--- src/design/alarmDisplay_settings.svh ---
// Timing fixed for 640x480 at a 25 MHz pixel clock, all ports share one 8-bit port-id space
`ifndef ALARM_DISPLAY_SETTINGS_SVH
`define ALARM_DISPLAY_SETTINGS_SVH

////////////////////////////////////////
// VGA horizontal timing, in pixels
`define H_ACTIVE 640
`define H_FRONT 16
`define H_SYNC 96
`define H_TOTAL 800
`define H_SYNC_START (`H_ACTIVE + `H_FRONT) // 656
`define H_SYNC_END (`H_SYNC_START + `H_SYNC) // 752

// VGA vertical timing, in lines
`define V_ACTIVE 480
`define V_FRONT 10
`define V_SYNC 2
`define V_TOTAL 525
`define V_SYNC_START (`V_ACTIVE + `V_FRONT) // 490
`define V_SYNC_END (`V_SYNC_START + `V_SYNC) // 492

////////////////////////////////////////
// Port map seen by the processor
`define PORT_FG_LO 8'h10 // Bar color, green and blue
`define PORT_FG_HI 8'h11 // Bar color, red nibble
`define PORT_BG_LO 8'h12
`define PORT_BG_HI 8'h13
`define PORT_BAR 8'h14 // Bar length, units of 8 px
`define PORT_KBD_CODE 8'h20
`define PORT_KBD_PREV 8'h21
`define PORT_KBD_STATUS 8'h22

////////////////////////////////////////
`define TONE_HALF 28409 // Cycles per speaker half period
`define TONE_BITS 15
`define FLASH_BIT 0 // Frame bit driving the alarm flash
`define FRAME_BITS 4
`define BAR_SHIFT 3 // Bar unit is 2**3 pixels

`endif
--- src/design/alarmDisplayPkg.sv ---
// Shared packed types only, colors are 4 bits per channel with red in the top nibble
package alarmDisplayPkg;

	// One 12-bit pixel color
	typedef struct packed {
		logic [3:0] r; // Red
		logic [3:0] g; // Green
		logic [3:0] b; // Blue
	} rgb_t;

	// Display setup written by the processor
	typedef struct packed {
		rgb_t fg; // Bar color
		rgb_t bg; // Background color
		logic [7:0] barLevel; // Bar length / 8
	} displayCfg_t;

	// Keyboard codes held for readback
	typedef struct packed {
		logic [7:0] current; // Latest scan code
		logic [7:0] previous; // Code before it
		logic valid; // Unread code present
	} kbdCodes_t;

	// Beam position and sync, one pixel per clock
	typedef struct packed {
		logic [9:0] x; // Pixel column
		logic [9:0] y; // Line number
		logic active; // Inside 640x480
		logic hs; // Active low
		logic vs; // Active low
		logic frameOdd; // Flash phase
	} vgaBeam_t;

endpackage

--- src/design/alarmDisplayTop.sv ---
// Single clock domain at the pixel rate, PS/2 lines are asynchronous and synchronized inside
`timescale 1ns/1ps

module alarmDisplayTop (
	input logic CLK,
	input logic arstN,
	input logic [7:0] POR_ID,
	input logic [7:0] OUT_PORT,
	input logic WRITE_STROBE,
	input logic ALARMA,
	input logic ps2c,
	input logic DATA_IN,
	input logic SOLICITUD,
	output alarmDisplayPkg::rgb_t RGB,
	output logic HS,
	output logic VS,
	output logic [7:0] DATA_OUT_TEC,
	output logic speaker
);

	alarmDisplayPkg::displayCfg_t cfg; // Registers to painter
	alarmDisplayPkg::kbdCodes_t kbd; // Keyboard to registers
	alarmDisplayPkg::vgaBeam_t beam; // Timing to painter
	logic kbdAck;

	////////////////////////////////////////
	// Processor side
	portRegs regs0 (
		.CLK(CLK),
		.arstN(arstN),
		.POR_ID(POR_ID),
		.OUT_PORT(OUT_PORT),
		.WRITE_STROBE(WRITE_STROBE),
		.SOLICITUD(SOLICITUD),
		.kbd(kbd),
		.cfg(cfg),
		.DATA_OUT_TEC(DATA_OUT_TEC),
		.kbdAck(kbdAck)
	);

	ps2Receiver kbd0 (
		.CLK(CLK),
		.arstN(arstN),
		.ps2c(ps2c),
		.DATA_IN(DATA_IN),
		.kbdAck(kbdAck),
		.kbd(kbd)
	);

	////////////////////////////////////////
	// Display and sound
	vgaTiming timing0 (.CLK(CLK), .arstN(arstN), .beam(beam));

	vgaPainter painter0 (
		.CLK(CLK),
		.arstN(arstN),
		.ALARMA(ALARMA),
		.beam(beam),
		.cfg(cfg),
		.RGB(RGB),
		.HS(HS),
		.VS(VS)
	);

	alarmTone tone0 (.CLK(CLK), .arstN(arstN), .ALARMA(ALARMA), .speaker(speaker));

endmodule

--- src/design/alarmTone.sv ---
// Fixed single tone, speaker stays low and the divider cleared whenever ALARMA is low
`timescale 1ns/1ps
`include "alarmDisplay_settings.svh"

module alarmTone (
	input logic CLK,
	input logic arstN,
	input logic ALARMA,
	output logic speaker
);

	localparam logic [`TONE_BITS-1:0] lastCount = `TONE_BITS'(`TONE_HALF - 1);

	logic [`TONE_BITS-1:0] divCnt;

	// Divider runs only with the alarm on
	always_ff @(posedge CLK or negedge arstN) begin
		if (!arstN) begin
			divCnt <= '0;
			speaker <= 1'b0;
		end else if (!ALARMA) begin
			divCnt <= '0; // Restart tone phase
			speaker <= 1'b0;
		end else if (divCnt == lastCount) begin
			divCnt <= '0;
			speaker <= !speaker; // Half period done
		end else begin
			divCnt <= divCnt + 1'b1;
		end
	end

endmodule

--- src/design/vgaPainter.sv ---
// One pipeline stage, so the syncs are delayed here too and must not be taken from vgaTiming
`timescale 1ns/1ps
`include "alarmDisplay_settings.svh"

module vgaPainter (
	input logic CLK,
	input logic arstN,
	input logic ALARMA,
	input alarmDisplayPkg::vgaBeam_t beam,
	input alarmDisplayPkg::displayCfg_t cfg,
	output alarmDisplayPkg::rgb_t RGB,
	output logic HS,
	output logic VS
);

	logic [10:0] barEnd; // First pixel past the bar
	logic inBar;
	logic swap; // Alarm flash phase
	alarmDisplayPkg::rgb_t fgEff;
	alarmDisplayPkg::rgb_t bgEff;
	alarmDisplayPkg::rgb_t pixel;

	////////////////////////////////////////
	// Color choice
	always_comb begin
		barEnd = 11'(cfg.barLevel) << `BAR_SHIFT;
		inBar = ({1'b0, beam.x} < barEnd);
		swap = ALARMA && beam.frameOdd;

		// Swap on odd frames while alarm is on
		if (swap) begin
			fgEff = cfg.bg;
			bgEff = cfg.fg;
		end else begin
			fgEff = cfg.fg;
			bgEff = cfg.bg;
		end

		if (!beam.active)
			pixel = '0; // Blank in porches and sync
		else if (inBar)
			pixel = fgEff;
		else
			pixel = bgEff;
	end

	////////////////////////////////////////
	// Output stage, color and syncs together
	always_ff @(posedge CLK or negedge arstN) begin
		if (!arstN) begin
			RGB <= '0;
			HS <= 1'b1;
			VS <= 1'b1;
		end else begin
			RGB <= pixel;
			HS <= beam.hs; // Same delay as color
			VS <= beam.vs;
		end
	end

endmodule

--- src/design/vgaTiming.sv ---
// Pixel clock assumed at 25 MHz, counters and syncs leave reset at the top-left pixel
`timescale 1ns/1ps
`include "alarmDisplay_settings.svh"

module vgaTiming (
	input logic CLK,
	input logic arstN,
	output alarmDisplayPkg::vgaBeam_t beam
);

	logic [9:0] xCnt;
	logic [9:0] yCnt;
	logic [9:0] xNext;
	logic [9:0] yNext;
	logic xWrap; // Last pixel of line
	logic yWrap; // Last line of frame
	logic [`FRAME_BITS-1:0] frameCnt;
	logic hsReg;
	logic vsReg;

	always_comb begin
		xWrap = (xCnt == 10'(`H_TOTAL - 1));
		yWrap = (yCnt == 10'(`V_TOTAL - 1));
		xNext = xWrap ? 10'd0 : xCnt + 10'd1;
		yNext = yCnt;
		if (xWrap)
			yNext = yWrap ? 10'd0 : yCnt + 10'd1;
	end

	// Syncs come from next position so they line up with the counters
	always_ff @(posedge CLK or negedge arstN) begin
		if (!arstN) begin
			xCnt <= '0;
			yCnt <= '0;
			frameCnt <= '0;
			hsReg <= 1'b1; // Inactive
			vsReg <= 1'b1;
		end else begin
			xCnt <= xNext;
			yCnt <= yNext;
			if (xWrap && yWrap)
				frameCnt <= frameCnt + 1'b1;
			hsReg <= !(xNext >= 10'(`H_SYNC_START) && xNext < 10'(`H_SYNC_END));
			vsReg <= !(yNext >= 10'(`V_SYNC_START) && yNext < 10'(`V_SYNC_END));
		end
	end

	////////////////////////////////////////
	assign beam.x = xCnt;
	assign beam.y = yCnt;
	assign beam.active = (xCnt < 10'(`H_ACTIVE)) && (yCnt < 10'(`V_ACTIVE));
	assign beam.hs = hsReg;
	assign beam.vs = vsReg;
	assign beam.frameOdd = frameCnt[`FLASH_BIT]; // Flash phase

endmodule

--- src/design/ps2Receiver.sv ---
// Device-to-host frames only, no timeout so a glitch on ps2c leaves the bit counter misaligned
`timescale 1ns/1ps

module ps2Receiver (
	input logic CLK,
	input logic arstN,
	input logic ps2c,
	input logic DATA_IN,
	input logic kbdAck,
	output alarmDisplayPkg::kbdCodes_t kbd
);

	localparam logic [3:0] lastBit = 4'd10; // Start, 8 data, parity, stop

	logic ps2cMeta; // Sync stage 1
	logic ps2cSync; // Sync stage 2
	logic ps2cLast; // Edge detect
	logic dataMeta;
	logic dataSync;
	logic fallEdge;
	logic [3:0] bitCnt;
	logic [9:0] shiftReg; // Bits 0..9 of the frame
	logic [10:0] frame; // Full frame incl. stop bit
	logic frameGood;
	logic frameDone;

	////////////////////////////////////////
	// Input synchronizers
	always_ff @(posedge CLK or negedge arstN) begin
		if (!arstN) begin
			ps2cMeta <= 1'b1; // Idle bus is high
			ps2cSync <= 1'b1;
			ps2cLast <= 1'b1;
			dataMeta <= 1'b1;
			dataSync <= 1'b1;
		end else begin
			ps2cMeta <= ps2c;
			ps2cSync <= ps2cMeta;
			ps2cLast <= ps2cSync;
			dataMeta <= DATA_IN;
			dataSync <= dataMeta;
		end
	end

	assign fallEdge = ps2cLast && !ps2cSync;

	////////////////////////////////////////
	// Frame assembly, LSB first
	always_ff @(posedge CLK) begin
		if (fallEdge)
			shiftReg <= {dataSync, shiftReg[9:1]};
	end

	always_ff @(posedge CLK or negedge arstN) begin
		if (!arstN)
			bitCnt <= '0;
		else if (fallEdge)
			bitCnt <= (bitCnt == lastBit) ? 4'd0 : bitCnt + 4'd1;
	end

	assign frame = {dataSync, shiftReg}; // Stop bit arrives now
	assign frameDone = fallEdge && (bitCnt == lastBit);

	// Start low, stop high, odd parity over data plus parity bit
	assign frameGood = !frame[0] && frame[10] && (^frame[9:1]);

	////////////////////////////////////////
	// Held codes
	always_ff @(posedge CLK or negedge arstN) begin
		if (!arstN) begin
			kbd.current <= '0;
			kbd.previous <= '0;
			kbd.valid <= 1'b0;
		end else if (frameDone && frameGood) begin
			kbd.previous <= kbd.current; // Overwrites even if unread
			kbd.current <= frame[8:1];
			kbd.valid <= 1'b1;
		end else if (kbdAck) begin
			kbd.valid <= 1'b0;
		end
	end

endmodule

--- src/design/portRegs.sv ---
// Writes take effect on the strobe edge, reads are combinational from POR_ID with no wait state
`timescale 1ns/1ps
`include "alarmDisplay_settings.svh"

module portRegs (
	input logic CLK,
	input logic arstN,
	input logic [7:0] POR_ID,
	input logic [7:0] OUT_PORT,
	input logic WRITE_STROBE,
	input logic SOLICITUD,
	input alarmDisplayPkg::kbdCodes_t kbd,
	output alarmDisplayPkg::displayCfg_t cfg,
	output logic [7:0] DATA_OUT_TEC,
	output logic kbdAck
);

	logic [7:0] fgLo; // Bar green, blue
	logic [3:0] fgHi; // Bar red
	logic [7:0] bgLo;
	logic [3:0] bgHi;
	logic [7:0] barLen;

	// Write decode
	always_ff @(posedge CLK or negedge arstN) begin
		if (!arstN) begin
			fgLo <= '0;
			fgHi <= '0;
			bgLo <= '0;
			bgHi <= '0;
			barLen <= '0;
		end else if (WRITE_STROBE) begin
			case (POR_ID)
				`PORT_FG_LO: fgLo <= OUT_PORT;
				`PORT_FG_HI: fgHi <= OUT_PORT[3:0]; // Upper nibble dropped
				`PORT_BG_LO: bgLo <= OUT_PORT;
				`PORT_BG_HI: bgHi <= OUT_PORT[3:0];
				`PORT_BAR: barLen <= OUT_PORT;
				default: ; // Unmapped id, ignore
			endcase
		end
	end

	// Red nibble on top, then green, blue
	assign cfg.fg = {fgHi, fgLo};
	assign cfg.bg = {bgHi, bgLo};
	assign cfg.barLevel = barLen;

	// Read mux
	always_comb begin
		case (POR_ID)
			`PORT_FG_LO: DATA_OUT_TEC = fgLo;
			`PORT_FG_HI: DATA_OUT_TEC = {4'h0, fgHi};
			`PORT_BG_LO: DATA_OUT_TEC = bgLo;
			`PORT_BG_HI: DATA_OUT_TEC = {4'h0, bgHi};
			`PORT_BAR: DATA_OUT_TEC = barLen;
			`PORT_KBD_CODE: DATA_OUT_TEC = kbd.current;
			`PORT_KBD_PREV: DATA_OUT_TEC = kbd.previous;
			`PORT_KBD_STATUS: DATA_OUT_TEC = {7'h00, kbd.valid};
			default: DATA_OUT_TEC = 8'h00;
		endcase
	end

	assign kbdAck = SOLICITUD && (POR_ID == `PORT_KBD_CODE); // Code read consumes valid

endmodule

--- config.mk ---
export PLATFORM = sky130hd
export DESIGN_NAME = alarmDisplayTop
export DESIGN_NICKNAME = d
export VERILOG_FILES = /design/src/design/alarmDisplayPkg.sv /design/src/design/alarmDisplayTop.sv /design/src/design/alarmTone.sv /design/src/design/vgaPainter.sv /design/src/design/vgaTiming.sv /design/src/design/ps2Receiver.sv /design/src/design/portRegs.sv
export VERILOG_INCLUDE_DIRS = /design/src /design/src/design
export SDC_FILE = /design/constraint.sdc
export NUM_CORES = 1
export LEC_CHECK = 0
export BUFFER_PORTS_ARGS = -buffer_cell sky130_fd_sc_hd__buf_2
export CAP_MARGIN = 20
export CORE_MARGIN = 8
export CORE_UTILIZATION = 40
export CTS_BUF_LIST = sky130_fd_sc_hd__clkbuf_4 sky130_fd_sc_hd__clkbuf_8 sky130_fd_sc_hd__clkbuf_16
export DETAILED_ROUTE_END_ITERATION = 12
export PLACE_DENSITY = 0.56
export SETUP_SLACK_MARGIN = 0.1
export SLEW_MARGIN = 25
export SYNTH_ARGS = -nofsm -noshare
export SYNTH_HDL_FRONTEND = slang
export SYNTH_HIERARCHICAL = 1
export SYNTH_SLANG_ARGS = --single-unit
--- constraint.sdc ---
create_clock -name CLK -period 2 [get_ports CLK]
set_clock_uncertainty 0.05 [all_clocks]
set_input_delay 0.4 -clock CLK [delete_from_list [all_inputs] [get_ports CLK]]
set_output_delay 0.4 -clock CLK [all_outputs]
set_load 0.02 [all_outputs]
Word level (Yosys, flattened, before mapping)
Cells that the tools add are included.
- flip-flop bits (word level): 124
- input port bits: 23
- output and inout bits: 23
- word-level logic and storage cells: 90
- add/sub/neg operators: 5
- magnitude comparators: 7
- eq/ne operators: 13
- multiplexer cells: 15
- reductions and logical operators: 23
- operators with widths (kind ; number):
    $pmux W8 S8 ; 1
    $mux W12 ; 4
    $eq A8 B5 Y1 const B ; 5
    $mux W10 ; 3
    $mux W15 ; 2
    $eq A8 B6 Y1 const B ; 3
    $add A10 B1 Y10 const B ; 2
    $eq A10 B10 Y1 const B ; 2
    $lt A10 B10 Y1 const B ; 2
    $lt A10 B9 Y1 const B ; 2
    $add A15 B1 Y15 const B ; 1
    $eq A15 B15 Y1 const B ; 1
    $logic_and A1 B1 Y1 ; 11
    $lt A10 B11 Y1 ; 1
    $ge A10 B10 Y1 const B ; 1
    $ge A10 B9 Y1 const B ; 1
    $reduce_and A2 Y1 ; 5
    $reduce_xor A9 Y1 ; 1
    $add A4 B1 Y4 const B ; 2
    $logic_not A1 Y1 ; 5
    $eq A4 B4 Y1 const B ; 1
    $mux W1 ; 4
    $mux W4 ; 1
    $ne A2 B1 Y1 const B ; 1
    $reduce_bool A2 Y1 ; 1

Logic depth before layout (Yosys ltp)
- depth after elaboration: 6
- depth in mapped cells: 9
- mapped depth without buffers: 7

Hierarchy
Netlist, hierarchy kept.
- modules (own cells, without submodules) (module ; times used ; cells each ; area each (µm²) ; seq. area each (µm²)):
    portRegs ; 1 ; 140 ; 1791.7 ; 800.8
    ps2Receiver ; 1 ; 81 ; 1411.4 ; 957.2
    vgaTiming ; 1 ; 141 ; 1376.3 ; 578.1
    vgaPainter ; 1 ; 160 ; 1201.2 ; 352.8
    alarmTone ; 1 ; 80 ; 790.8 ; 400.4

Worst setup path after synthesis
No wires, ideal clock.
- path kind: input to output
- from: input port POR_ID[0]
- to: output port DATA_OUT_TEC[0]
- arrival: 1.678 ns
- required time: 1.550 ns
- setup slack: -0.128 ns
- cell stages on the path: 6
- path buffers: 2
- cells stage by stage: buf_4 -> buf_2 -> mux2i_1 -> o21ai_0 -> a22oi_1 -> o32ai_1
- longest elaborated chain between the ends: 2
- elaborated cells between the ends (all ways): 9
- those cells by class: eq/ne: 8; mux: 1
- RTL lines (item ; line ; source):
    start: declaration ; alarmDisplayTop.sv:7 ; input logic [7:0] POR_ID,
    $eq A8 B6 Y1 / $eq A8 B5 Y1 (equally long branches) ; portRegs.sv:51 ; case (POR_ID)
    $pmux W8 S8 * ; portRegs.sv:51 ;
    end: declaration ; alarmDisplayTop.sv:17 ; output logic [7:0] DATA_OUT_TEC,
Mark *: on every way between the ends. The rest lies on a longest branch, timed or not.

Worst setup path in the final report
- from: register regs0.barLen[5]
- to: output port DATA_OUT_TEC[5]
- longest elaborated chain between the ends: 1
- RTL lines (item ; line ; source):
    start: declaration ; portRegs.sv:22 ; logic [7:0] barLen;
    start signal: assignment ; portRegs.sv:31 ; barLen <= '0;
    start signal: assignment ; portRegs.sv:38 ; `PORT_BAR: barLen <= OUT_PORT;
    $pmux W8 S8 ; portRegs.sv:51 ;
Every way passes these cells.

==> results.cfg <==
[status]
violations = negative setup slack
outcome = complete, but fails checks

[power]
max-vdd-ir-drop_v = 0.000592
power_uw = 6480
leakage_uw = 0.00386
power_density_nw_per_um2 = 732

[worst_hold_path]
min_path_type = primary input to register
hold_end = kbd0/dataMeta
hold_depth = 1
min_from = DATA_IN

[logic_synthesis]
yosysTopAreaCellShare_pct = 38.8
synth_most_common_cell = dfrtp_1
synthFlopType = dfrtp_1
syn-cell-area_um2 = 6570
syn-num-nets = 637
synthTopCellsByArea = dfrtp_1 (39%), mux2_2 (7.7%), edfxtp_1 (4.6%), dfstp_2 (3.6%), o21ai_0 (3.0%)
synth_edf_count = 10
yosysUniqueCellTypes = 75
syn_inst = 602
synth_warnings = 6
yosysTopAreaCell = dfrtp_1
async_flop_share_pct = 91.7
ys_seq_area_share_pct = 47.0
avgSynthCellArea_um2 = 10.9
ys_ff_latch = 121
synthTopCellsByCount = dfrtp_1 (102), nor2_1 (53), nand2_1 (51)

[route]
via_per_inst = 5.43
postRouteAntennaNets = 0
vias = 5247
drt_iter0_drc = 281
drt_first_pass_iters = 4
drc = 0
wl_per_cell_um = 17.7
routed_wl_mm = 17.1

[setup_path]
end_kind = primary output
r2r_setup_slack_ps = -50
cpMaxStageDelayCell = dfrtp_1
reg2reg_to = painter0/RGB[1]
path_buf_inv = 2
required_ps = 1550
cp_cell_sequence = buf_6 > mux2_4 > a22oi_2 > o22ai_4 > buf_6
r2r-start = regs0/barLen[5]
crit_family = flip-flops
critPathMaxFanout = 2
crit_arrival_ps = 1700
start_kind = register
critPathKind = register to primary output
crit_path_frequent_cell = buf_6
slowest_delay_ps = 390
reg2regPathDepth = 8

[floorplanning]
fp.coreArea_um2 = 16300
dieWidth_um = 144
fp.dieH_um = 144
start_util_pct = 40.2
rows = 47
io-pin-count = 46
fp.dieArea_um2 = 20800

[cells_and_area]
finalNetCount = 768
drive_gt1_share_pct = 43.0
n_antenna_cell = 0
register_area_um2 = 3090
multi_input_area_um2 = 3750
area_growth_pct = 34.7
fillers = 1450

[global_route]
grt_max_degree = 44
overflow = 0
grt_pass1_vias = 5256
antenna_found_initial = 2
grt_pass1_wl_mm = 27.6
grt_util_all_layers_pct = 17.0

[timing]
min_period_over_period_pct = 107
period_needed_ps = 2150
drv_slew = 0
holdWs_ps = 27.8
rsz0062_at_grt = true
max_slew_margin_pct = 54.3
fmax_mhz = 465
hold_viol_final = 0
tightest_slew_ps = 684
setup_viol = 20
layout_setup_ws_ps = -148

[clock_network]
numCtsBuffers = 17
clk_latency_ps = 420
cts_buffer_depth = 2
root_buffer = clkbuf_16
cts_tree = done
clock_sinks = 121
clkSlewWorstSetupHoldPaths_ps = 60
h-tree-depth = 4

[placed_design]
port_buffers = 45
dp_hpwl_mm = 10.7
place.gp.congestion = 0.813

[flow_run]
drv_cap = 0
==> timing repair <==
| item | 4_1_cts | 5_1_grt |
|---|---|---|
| hold buffers | 1 | 0 |
| setup buffers | 24 | 10 |
| pin swaps | 26 | 19 |
| endpoints found under the setup margin | 42 | 48 |
| gates cloned | 7 | 2 |
| hold endpoints to repair | 28 | 0 |
| gates resized for setup | 57 | 37 |
==> routing by layer <==
metal | global-route usage [%] | share of wire, % | vias up | wire, µm
met5 | 0 | 0.12 | - | 20
met4 | 5.04 | 1.2 | 4 | 205
met3 | 4.62 | 4.8 | 25 | 814
met2 | 27.6 | 48 | 106 | 8300
met1 | 21.8 | 45 | 2626 | 7780
li1 | - | - | 2486 | -
==> flip-flops by register name, summed over array words and instances (netlist names), 4 cells and up <==
name	flops
kbd0/bitCnt	4
kbd0/kbd	17
kbd0/shiftReg	10
painter0/RGB	12
regs0/barLen	8
regs0/bgHi	4
regs0/bgLo	8
regs0/fgHi	4
regs0/fgLo	8
timing0/xCnt	10
timing0/yCnt	10
tone0/divCnt	15
==> report_power, final <==
group          switching [µW]  total, µW  internal [µW]
logic                     447        854            407
clock network            1270       2900           1630
registers                 114       2720           2610
total                    1830       6480           4650
==> placed cells by master, fill, tap and decap left out, types with 4 or more instances in the layout <==
cell type,instances
a22o_1,4
a22oi_1,8
a22oi_2,6
buf_12,6
buf_2,35
buf_4,82
buf_6,13
clkbuf_16,17
clkinv_4,4
dfrtp_1,98
dfrtp_2,4
dfstp_2,9
edfxtp_1,10
ha_1,7
ha_4,4
inv_1,16
inv_6,6
mux2_2,34
mux2_4,23
mux2i_1,5
nand2_1,50
nand3_1,17
nand4_1,22
nor2_1,51
nor2b_1,6
nor3_1,5
nor4b_4,5
o21ai_0,37
o31ai_1,4
o32ai_4,5
or4_1,21
or4_4,4
xnor2_1,22
xor2_1,7
==> how the worst max path moves through the flow <==
stage / start / endpoint / slack [ps] / cells past startpoint
floorplan: kbd0/shiftReg[3] / kbd0/kbd[10] / 70 / 5
global placement: timing0/xCnt[8] / painter0/RGB[2] / -240 / 6
detailed placement: timing0/xCnt[8] / painter0/RGB[3] / -370 / 6
CTS: regs0/barLen[7] / DATA_OUT_TEC[7] / -170 / 5
global route: regs0/barLen[5] / DATA_OUT_TEC[5] / -190 / 5
finish: regs0/barLen[5] / DATA_OUT_TEC[5] / -150 / 5
==> stage by stage <==
step                      cell area [µm²]  setup TNS [ps]  utilization (%)  cells  worst slack [ps]
after global placement               7450           -3760             45.6    890              -239
after global routing                 8850           -2310             54.1    966              -193
after detailed placement             7450           -5290             45.6    890              -372
after CTS                            8590           -1450             52.6    954              -169
final                                8850            -976             54.1    966              -148
after floorplan                      6710               0                -    602              67.4
==> logic make-up (layout without fill, tap and decap cells) <==
group                    Yosys count  count (layout)  synth area share [%]
AND/OR/NAND/NOR                  232             233                  21.4
flip-flops                       121             121                  47.0
AO/OA/AOI/OAI                     92              97                  9.14
multiplexers                      60              62                  10.8
buffers and inverters             54             190                  4.86
XOR/XNOR                          31              31                  4.55
adder cells (fa/ha/maj)           12              12                  2.28
==> layout make-up <==
| cell class | instances | area share, % |
|---|---|---|
| inverters | 19 | 0.806 |
| multi-input cells | 435 | 42.4 |
| well taps | 220 | 3.11 |
| clock inverters | 15 | 1.50 |
| clock buffers | 17 | 4.81 |
| repair buffers | 139 | 12.5 |
| flip-flops and latches | 121 | 35.0 |
No activity file was read; power rests on OpenSTA's default activity.
